File: config.mk
export PLATFORM = sky130hd
export DESIGN_NAME = ExecuteStage
export DESIGN_NICKNAME = d
export VERILOG_FILES = /design/src/hdl/ExecPkg.sv /design/src/hdl/IntAlu.sv /design/src/hdl/BranchUnit.sv /design/src/hdl/MulDivUnit.sv /design/src/hdl/TrapCheck.sv /design/src/hdl/ExecuteStage.sv
export SDC_FILE = /design/constraint.sdc
export NUM_CORES = 2
export LEC_CHECK = 0
export BUFFER_PORTS_ARGS = -buffer_cell sky130_fd_sc_hd__buf_2
export CORE_ASPECT_RATIO = 0.6
export CORE_MARGIN = 2
export CORE_UTILIZATION = 50
export CTS_BUF_LIST = sky130_fd_sc_hd__clkbuf_16
export CTS_CLUSTER_SIZE = 25
export DETAILED_ROUTE_END_ITERATION = 16
export PLACE_DENSITY_LB_ADDON = 0.12
export SYNTH_ARGS = -nofsm -noshare
export SYNTH_HDL_FRONTEND = slang
export SYNTH_SLANG_ARGS = --single-unit
File: constraint.sdc
create_clock -name clk -period 7.6 [get_ports clk]
set_input_delay 1.52 -clock clk [delete_from_list [all_inputs] [get_ports clk]]
set_output_delay 1.52 -clock clk [all_outputs]
set_load 0.02 [all_outputs]
File: src/hdl/ExecPkg.sv
package ExecPkg;

    localparam int Xlen = 32;
    localparam int XlenLog2 = 5;
    localparam int MulDivSteps = 32;

    typedef logic [Xlen-1:0] word_t;

    // mcause exception codes
    typedef logic [3:0] TrapCause;

    localparam TrapCause CauseBreakpoint = 4'd3;
    localparam TrapCause CauseEcallU = 4'd8;
    localparam TrapCause CauseEcallS = 4'd9;
    localparam TrapCause CauseEcallM = 4'd11;

    typedef enum logic [1:0] {
        ExecUnit_Alu,
        ExecUnit_Branch,
        ExecUnit_MulDiv,
        ExecUnit_Trap
    } ExecUnit;

    typedef enum logic [3:0] {
        AluCommand_Add,
        AluCommand_Sub,
        AluCommand_Sll,
        AluCommand_Slt,
        AluCommand_Sltu,
        AluCommand_Xor,
        AluCommand_Srl,
        AluCommand_Sra,
        AluCommand_Or,
        AluCommand_And
    } AluCommand;

    typedef enum logic {
        AluSrc1Type_Reg,
        AluSrc1Type_Pc
    } AluSrc1Type;

    typedef enum logic {
        AluSrc2Type_Reg,
        AluSrc2Type_Imm
    } AluSrc2Type;

    typedef enum logic [2:0] {
        BranchCond_Eq,
        BranchCond_Ne,
        BranchCond_Lt,
        BranchCond_Ge,
        BranchCond_Ltu,
        BranchCond_Geu,
        BranchCond_Always
    } BranchCond;

    typedef enum logic [2:0] {
        MulDivCommand_Mul,
        MulDivCommand_Mulhu,
        MulDivCommand_Div,
        MulDivCommand_Divu,
        MulDivCommand_Rem,
        MulDivCommand_Remu
    } MulDivCommand;

    typedef enum logic {
        TrapOp_Ecall,
        TrapOp_Ebreak
    } TrapOp;

    typedef enum logic [1:0] {
        Privilege_User = 2'd0,
        Privilege_Supervisor = 2'd1,
        Privilege_Machine = 2'd3
    } Privilege;

    typedef struct packed {
        logic indirect;
        BranchCond cond;
    } BranchCommand;

    typedef struct packed {
        logic pad;
        MulDivCommand command;
    } MulDivCommandWord;

    typedef struct packed {
        logic [2:0] pad;
        TrapOp op;
    } TrapCommand;

    // view is picked by the unit field of the operation
    typedef union packed {
        AluCommand alu;
        BranchCommand branch;
        MulDivCommandWord mulDiv;
        TrapCommand trap;
    } CommandWord;

endpackage

File: src/hdl/IntAlu.sv
`timescale 1ns/1ps

module IntAlu (
    input ExecPkg::AluSrc1Type src1Type,
    input ExecPkg::AluSrc2Type src2Type,
    input ExecPkg::AluCommand command,
    input ExecPkg::word_t pc,
    input ExecPkg::word_t rs1Value,
    input ExecPkg::word_t rs2Value,
    input ExecPkg::word_t imm,
    output ExecPkg::word_t result
);
    import ExecPkg::*;

    word_t operand1;
    word_t operand2;
    logic [XlenLog2-1:0] shamt;

    // operand muxes
    always_comb begin
        operand1 = (src1Type == AluSrc1Type_Pc) ? pc : rs1Value;
        operand2 = (src2Type == AluSrc2Type_Imm) ? imm : rs2Value;
        shamt = operand2[XlenLog2-1:0];
    end

    always_comb begin
        case (command)
            AluCommand_Add: begin
                result = operand1 + operand2;
            end
            AluCommand_Sub: begin
                result = operand1 - operand2;
            end
            AluCommand_Sll: begin
                result = operand1 << shamt;
            end
            AluCommand_Slt: begin
                result = word_t'($signed(operand1) < $signed(operand2));
            end
            AluCommand_Sltu: begin
                result = word_t'(operand1 < operand2);
            end
            AluCommand_Xor: begin
                result = operand1 ^ operand2;
            end
            AluCommand_Srl: begin
                result = operand1 >> shamt;
            end
            AluCommand_Sra: begin
                // arithmetic shift keeps the sign bit
                result = word_t'($signed(operand1) >>> shamt);
            end
            AluCommand_Or: begin
                result = operand1 | operand2;
            end
            AluCommand_And: begin
                result = operand1 & operand2;
            end
            default: begin
                result = '0;
            end
        endcase
    end

endmodule

File: src/hdl/BranchUnit.sv
`timescale 1ns/1ps

module BranchUnit (
    input ExecPkg::BranchCond cond,
    input logic indirect,
    input ExecPkg::word_t pc,
    input ExecPkg::word_t rs1Value,
    input ExecPkg::word_t rs2Value,
    input ExecPkg::word_t imm,
    output logic taken,
    output ExecPkg::word_t target
);
    import ExecPkg::*;

    logic equal;
    logic lessSigned;
    logic lessUnsigned;
    word_t indirectSum;

    always_comb begin
        equal = (rs1Value == rs2Value);
        lessSigned = $signed(rs1Value) < $signed(rs2Value);
        lessUnsigned = rs1Value < rs2Value;

        case (cond)
            BranchCond_Eq:     taken = equal;
            BranchCond_Ne:     taken = !equal;
            BranchCond_Lt:     taken = lessSigned;
            BranchCond_Ge:     taken = !lessSigned;
            BranchCond_Ltu:    taken = lessUnsigned;
            BranchCond_Geu:    taken = !lessUnsigned;
            BranchCond_Always: taken = 1'b1;
            default:           taken = 1'b0;
        endcase
    end

    // jalr clears bit 0 of the sum
    always_comb begin
        indirectSum = rs1Value + imm;
        target = indirect ? {indirectSum[Xlen-1:1], 1'b0} : pc + imm;
    end

endmodule

File: src/hdl/MulDivUnit.sv
`timescale 1ns/1ps

module MulDivUnit (
    input logic clk,
    input logic rst,
    input logic enable,
    input logic take,
    input ExecPkg::MulDivCommand command,
    input ExecPkg::word_t src1,
    input ExecPkg::word_t src2,
    output logic done,
    output ExecPkg::word_t result
);
    import ExecPkg::*;

    logic busy;
    logic start;
    logic [$clog2(MulDivSteps)-1:0] step;

    MulDivCommand commandReg;
    logic negateQuotient;
    logic negateRemainder;
    // product high half or partial remainder
    word_t hiReg;
    // multiplier or quotient, shifted one bit per step
    word_t loReg;
    word_t operandReg;

    logic isSigned;
    logic isDivide;
    word_t magnitude1;
    word_t magnitude2;
    logic [Xlen:0] addSum;
    logic [Xlen:0] shifted;
    logic [Xlen+1:0] difference;

    always_comb begin
        start = enable && !busy && !done;
        isSigned = command inside {MulDivCommand_Div, MulDivCommand_Rem};
        isDivide = commandReg inside {MulDivCommand_Div, MulDivCommand_Divu,
                                      MulDivCommand_Rem, MulDivCommand_Remu};
        magnitude1 = (isSigned && src1[Xlen-1]) ? -src1 : src1;
        magnitude2 = (isSigned && src2[Xlen-1]) ? -src2 : src2;

        addSum = {1'b0, hiReg} + (loReg[0] ? {1'b0, operandReg} : '0);
        shifted = {hiReg, loReg[Xlen-1]};
        difference = {1'b0, shifted} - {2'b0, operandReg};
    end

    always_ff @(posedge clk) begin
        if (rst) begin
            busy <= 1'b0;
            done <= 1'b0;
            step <= '0;
        end
        else if (busy) begin
            step <= step + 1'b1;
            if (step == MulDivSteps - 1) begin
                busy <= 1'b0;
                done <= 1'b1;
            end
        end
        else if (done) begin
            if (take) begin
                done <= 1'b0;
            end
        end
        else if (enable) begin
            busy <= 1'b1;
            step <= '0;
        end
    end

    always_ff @(posedge clk) begin
        if (start) begin
            commandReg <= command;
            // x/0 keeps the quotient all ones
            negateQuotient <= isSigned && (src1[Xlen-1] ^ src2[Xlen-1]) && (src2 != '0);
            negateRemainder <= isSigned && src1[Xlen-1];
            hiReg <= '0;
            loReg <= magnitude1;
            operandReg <= magnitude2;
        end
        else if (busy) begin
            if (isDivide) begin
                if (!difference[Xlen+1]) begin
                    hiReg <= difference[Xlen-1:0];
                    loReg <= {loReg[Xlen-2:0], 1'b1};
                end
                else begin
                    hiReg <= shifted[Xlen-1:0];
                    loReg <= {loReg[Xlen-2:0], 1'b0};
                end
            end
            else begin
                hiReg <= addSum[Xlen:1];
                loReg <= {addSum[0], loReg[Xlen-1:1]};
            end
        end
    end

    // signs go back on after the magnitude loop
    always_comb begin
        case (commandReg)
            MulDivCommand_Mul:   result = loReg;
            MulDivCommand_Mulhu: result = hiReg;
            MulDivCommand_Div,
            MulDivCommand_Divu:  result = negateQuotient ? -loReg : loReg;
            default:             result = negateRemainder ? -hiReg : hiReg;
        endcase
    end

    // producer holds the operation until it is accepted
    assert property (@(posedge clk) disable iff (rst)
        enable && !done |=> $stable(command) && $stable(src1) && $stable(src2))
        else $error("muldiv operands changed while in flight");

    assert property (@(posedge clk) disable iff (rst) take |-> done)
        else $error("muldiv take without done");

endmodule

File: src/hdl/TrapCheck.sv
`timescale 1ns/1ps

module TrapCheck (
    input logic active,
    input ExecPkg::TrapOp op,
    input ExecPkg::Privilege privilege,
    output logic trap,
    output ExecPkg::TrapCause cause
);
    import ExecPkg::*;

    always_comb begin
        trap = active;

        if (op == TrapOp_Ebreak) begin
            cause = CauseBreakpoint;
        end
        else begin
            // ecall cause follows the current mode
            case (privilege)
                Privilege_Machine: begin
                    cause = CauseEcallM;
                end
                Privilege_Supervisor: begin
                    cause = CauseEcallS;
                end
                default: begin
                    cause = CauseEcallU;
                end
            endcase
        end
    end

endmodule

File: src/hdl/ExecuteStage.sv
`timescale 1ns/1ps

module ExecuteStage (
    input logic clk,
    input logic rst,
    input logic inValid,
    input ExecPkg::ExecUnit unit,
    input ExecPkg::CommandWord command,
    input ExecPkg::AluSrc1Type src1Type,
    input ExecPkg::AluSrc2Type src2Type,
    input logic isCompressed,
    input ExecPkg::word_t pc,
    input ExecPkg::word_t imm,
    input ExecPkg::word_t rs1Value,
    input ExecPkg::word_t rs2Value,
    input ExecPkg::Privilege privilege,
    input logic outReady,
    output logic inReady,
    output logic outValid,
    output ExecPkg::word_t outPc,
    output ExecPkg::word_t rdValue,
    output logic flushValid,
    output ExecPkg::word_t flushTarget,
    output logic trapValid,
    output ExecPkg::TrapCause trapCause
);
    import ExecPkg::*;

    logic slotFree;
    logic isMulDiv;
    logic accept;
    logic mulDivEnable;
    logic mulDivDone;
    logic mulDivTake;
    logic trapActive;
    word_t aluResult;
    word_t mulDivResult;
    logic branchTaken;
    word_t branchTarget;
    logic trapRaised;
    TrapCause trapCode;
    word_t nextRdValue;
    logic nextFlush;
    word_t nextFlushTarget;

    // handshake
    always_comb begin
        slotFree = !outValid || outReady;
        isMulDiv = (unit == ExecUnit_MulDiv);
        mulDivEnable = inValid && isMulDiv;
        trapActive = inValid && (unit == ExecUnit_Trap);
        inReady = slotFree && (!isMulDiv || mulDivDone);
        accept = inValid && inReady;
        mulDivTake = accept && isMulDiv;
    end

    IntAlu intAlu (
        .src1Type(src1Type),
        .src2Type(src2Type),
        .command(command.alu),
        .pc(pc),
        .rs1Value(rs1Value),
        .rs2Value(rs2Value),
        .imm(imm),
        .result(aluResult)
    );

    BranchUnit branchUnit (
        .cond(command.branch.cond),
        .indirect(command.branch.indirect),
        .pc(pc),
        .rs1Value(rs1Value),
        .rs2Value(rs2Value),
        .imm(imm),
        .taken(branchTaken),
        .target(branchTarget)
    );

    MulDivUnit mulDivUnit (
        .clk(clk),
        .rst(rst),
        .enable(mulDivEnable),
        .take(mulDivTake),
        .command(command.mulDiv.command),
        .src1(rs1Value),
        .src2(rs2Value),
        .done(mulDivDone),
        .result(mulDivResult)
    );

    TrapCheck trapCheck (
        .active(trapActive),
        .op(command.trap.op),
        .privilege(privilege),
        .trap(trapRaised),
        .cause(trapCode)
    );

    // result select
    always_comb begin
        nextFlush = 1'b0;
        nextFlushTarget = '0;
        case (unit)
            ExecUnit_Alu: begin
                nextRdValue = aluResult;
            end
            ExecUnit_Branch: begin
                // link value
                nextRdValue = pc + (isCompressed ? word_t'(2) : word_t'(4));
                nextFlush = branchTaken;
                if (branchTaken) begin
                    nextFlushTarget = branchTarget;
                end
            end
            ExecUnit_MulDiv: begin
                nextRdValue = mulDivResult;
            end
            default: begin
                nextRdValue = '0;
                nextFlush = trapRaised;
            end
        endcase
    end

    always_ff @(posedge clk) begin
        if (rst) begin
            outValid <= 1'b0;
            flushValid <= 1'b0;
            trapValid <= 1'b0;
        end
        else if (accept) begin
            outValid <= 1'b1;
            flushValid <= nextFlush;
            trapValid <= trapRaised;
        end
        else if (outReady) begin
            outValid <= 1'b0;
            flushValid <= 1'b0;
            trapValid <= 1'b0;
        end
    end

    always_ff @(posedge clk) begin
        if (accept) begin
            outPc <= pc;
            rdValue <= nextRdValue;
            flushTarget <= nextFlushTarget;
            trapCause <= trapRaised ? trapCode : '0;
        end
    end

    // held slot must not change until the consumer takes it
    assert property (@(posedge clk) disable iff (rst)
        outValid && !outReady |=> outValid && $stable(outPc) && $stable(rdValue)
            && $stable(flushValid) && $stable(flushTarget)
            && $stable(trapValid) && $stable(trapCause))
        else $error("output slot changed under back-pressure");

endmodule

==> impl_results.md <==
* Outcome: finished clean
* Max Slew Vio Count at 0
* Clock Tree Buf Depth at 3
* Cell with the most instances after synthesis: nand2_1
* Area grow syn2layout at 9.409%
* Crit-path cells: buf_2 > buf_4 > mux2i_1 > ha_1 > or2_2 > or3_1 > o41ai_1 > a21oi_1 > o41ai_1 > nor2_1 > o311ai_0 > o2111ai_1
* Remaining DRCs at 0
* Routed WL at 135.5 mm
* Top cell type's share of synthesized area at 0.1750
* Initial Utilization at 0.5035
* Synth Register Bits at 210
* DR vias at 32080
* Antenna viol nets, final at 0
* Setup Crit Path Kind: input pin to flop
* Rows at 68
* Leakage power at 0.01337 uW
* Cell area after synthesis at 0.02883 mm2
* Insertion delay to the later sink of the worst-skew pair at 0.63 ns
* I/O pin total at 247
* Global-route wire length before repair at 192.8 mm
* Fin area at 0.03154 mm2
* Tcrit/Tclk final at 0.8419
* Crit path max-delay family: compound AO/OA/AOI/OAI gates
* Die width at 314.0 um
* Crit. End Element: flop
* Total GRT Usage at 0.4384
* CTS H-tree depth at 1
* Routed wire length per instance at 29.10 um
* Async SR Flop Fraction at 0
* Seq/Total Area, Yosys at 0.2042
* Worst slew pin tran at 1.332 ns
* Worst Hold Class: flop to flop
* Nets at 4276
* Final setup vio count at 0
* CP bufs+invs at 2
* Core box area at 0.05726 mm2
* Vias in the first global route at 27550
* Sink Count at 210
* Worst Skew at 0.05201 ns
* Cell chosen for the clock root: clkbuf_16
* WP data arrival at 6.75 ns
* DP Area at 0.03072 mm2
* Post-layout min period at 6.398 ns
* CP max FO at 23
* CP dominant cell by count: o41ai_1
* Max IR drop VDD at 0.0001557 V
* Initial antenna violation count at 6
* Max-slew headroom at 0.1027
* Layout fillers at 5584
* Post-synthesis cell type count at 87
* Achievable Freq at 0.1563 GHz
* DIE HEIGHT at 190.0 um
* Power per cell area at 194.0 mW/mm2
* Yosys top cell by area: edfxtp_1
* Layout cell share with drive strength beyond 1 at 0.1028
* Max-capacitance violation count at 0
* Post-Synthesis Net Count at 4164
* Clock transition at the registers of the reported paths at 0.09 ns
* TritonCTS clock tree: built
* Final hold vios at 0
* Startpoint Class: input pin
* DRT Pass-1 Iters at 7
* Synth top cells by count: nand2_1, nor2_1, a21oi_1
* PortBufs at 245
* Post-DR vias/cell at 6.891
* Post-synth EDFFs at 168
* Largest net degree at the start of global routing at 71
* Ys flop type: edfxtp_1
* Final Total Pwr at 6119 uW
* Synth area leaders: edfxtp_1, ha_1, mux2i_1
* Worst path required time at 7.95 ns
* Initial DRC Count at 5571
* Hpwl dp at 107.1 mm
* RSZ-0062 raised after global routing: no
* Syn_area_per_cell at 7.688 um2
* Register-to-register setup slack at 2.62 ns
* Synth warn at 0
* Critical Path Max Stage Delay at 0.69 ns
* CTS Buf Count at 25
* Hold buffers post-CTS at 0
* Post-CTS Setup Inserts at 0
* Synth Instances at 3750
* Post-cts resize count at 0
* Crit-path slowest cell: mux2i_1
* GRT Residual Overflow at 0
* RePlAce Congestion at 1.075
* Die Area at 0.05966 mm2
* Fin Setup TNS at 0 ns
[state kept, by name, summed over array words and instances, names as in the netlist, 3 cells and up]
signal,flops
flushTarget,32
mulDivUnit.commandReg,3
mulDivUnit.hiReg,32
mulDivUnit.loReg,32
mulDivUnit.operandReg,32
mulDivUnit.step,5
outPc,32
rdValue,32
trapCause,3
[per-layer routing]
layer / vias to the layer above / GRT usage / routed length (um)
li1: 14150 / - / -
met1: 15010 / 0.6653 / 59890
met2: 2621 / 0.5003 / 44490
met3: 291 / 0.2401 / 26660
met4: 6 / 0.1159 / 4288
met5: - / 0.02679 / 153
[logic make-up (layout without fill, tap and decap cells)]
group	Yosys count	in the layout	share of synthesized area
AO/OA/AOI/OAI	1259	1259	0.2833
XOR/XNOR	258	258	0.07838
adder cells (fa/ha/maj)	271	271	0.1194
buffers and inverters	429	559	0.05738
flip-flops	210	210	0.2042
multiplexers	228	228	0.08038
other	1	7	0.0001301
AND/OR/NAND/NOR	1094	1094	0.1769
[final cells by class]
| class | count | area (um2) | area share |
|---|---|---|---|
| Clock buffer | 25 | 625.6 | 0.01983 |
| Inverter | 209 | 787.0 | 0.02495 |
| Clock inverter | 20 | 177.7 | 0.005633 |
| Timing Repair Buffer | 305 | 1677 | 0.05316 |
| Multi-Input combinational cell | 3111 | 21410 | 0.6788 |
| Tap cell | 770 | 963.4 | 0.03054 |
| Antenna cell | 6 | 15.01 | 0.0004760 |
| Sequential cell | 210 | 5886 | 0.1866 |
[worst reg2reg max path: stages (launching register included)]
cell	delay, ns
edfxtp_1	0.53
or4_1	0.65
nor4_1	0.93
nand4_1	0.49
o311ai_1	0.40
o41a_1	0.21
o22ai_1	0.13
a2111oi_1	0.77
and4_1	0.36
o32a_1	0.16
o22ai_1	0.07
[cells in the final DEF (no fill, tap or decap), types with 168 or more instances in the layout]
master | Yosys | final
inv_1 | 206 | 209
nand2_1 | 345 | 344
edfxtp_1 | 168 | 168
o21ai_0 | 275 | 275
nor2_1 | 328 | 327
buf_2 | 19 | 245
a21oi_1 | 321 | 320
xnor2_1 | 173 | 172
ha_1 | 264 | 264
mux2i_1 | 209 | 206
[report_power, final]
group	switching, uW	leakage (uW)	internal [uW]	total, uW
registers	218	0.00195	1390	1600
clock network	570	0.000406	673	1240
logic	2110	0.0110	1160	3270
[through the flow]
step                      setup WS (ns)  cells  utilization  hold WS (ns)
after detailed placement         0.9428   4605       0.5366        0.4610
after global placement            1.102   4605       0.5366        0.4559
after global routing              1.102   4652       0.5507        0.5014
final                             1.202   4656       0.5508        0.4689
after floorplan                   1.745   3750            -        0.4607
after CTS                         1.581   4650       0.5506        0.4693
[path summary, 6_finish.rpt]
kind                                      start                    end  cells after the start
setup / recovery                       src1Type   rdValue[0]$_DFFE_PP_                     12
hold / removal            outValid$_SDFFE_PP0P_  outValid$_SDFFE_PP0P_                      2
setup reg to reg  mulDivUnit.loReg[6]$_DFFE_PP_  rdValue[31]$_DFFE_PP_                     10
hold reg to reg           outValid$_SDFFE_PP0P_  outValid$_SDFFE_PP0P_                      2
Power figures use the tool's default switching activity.
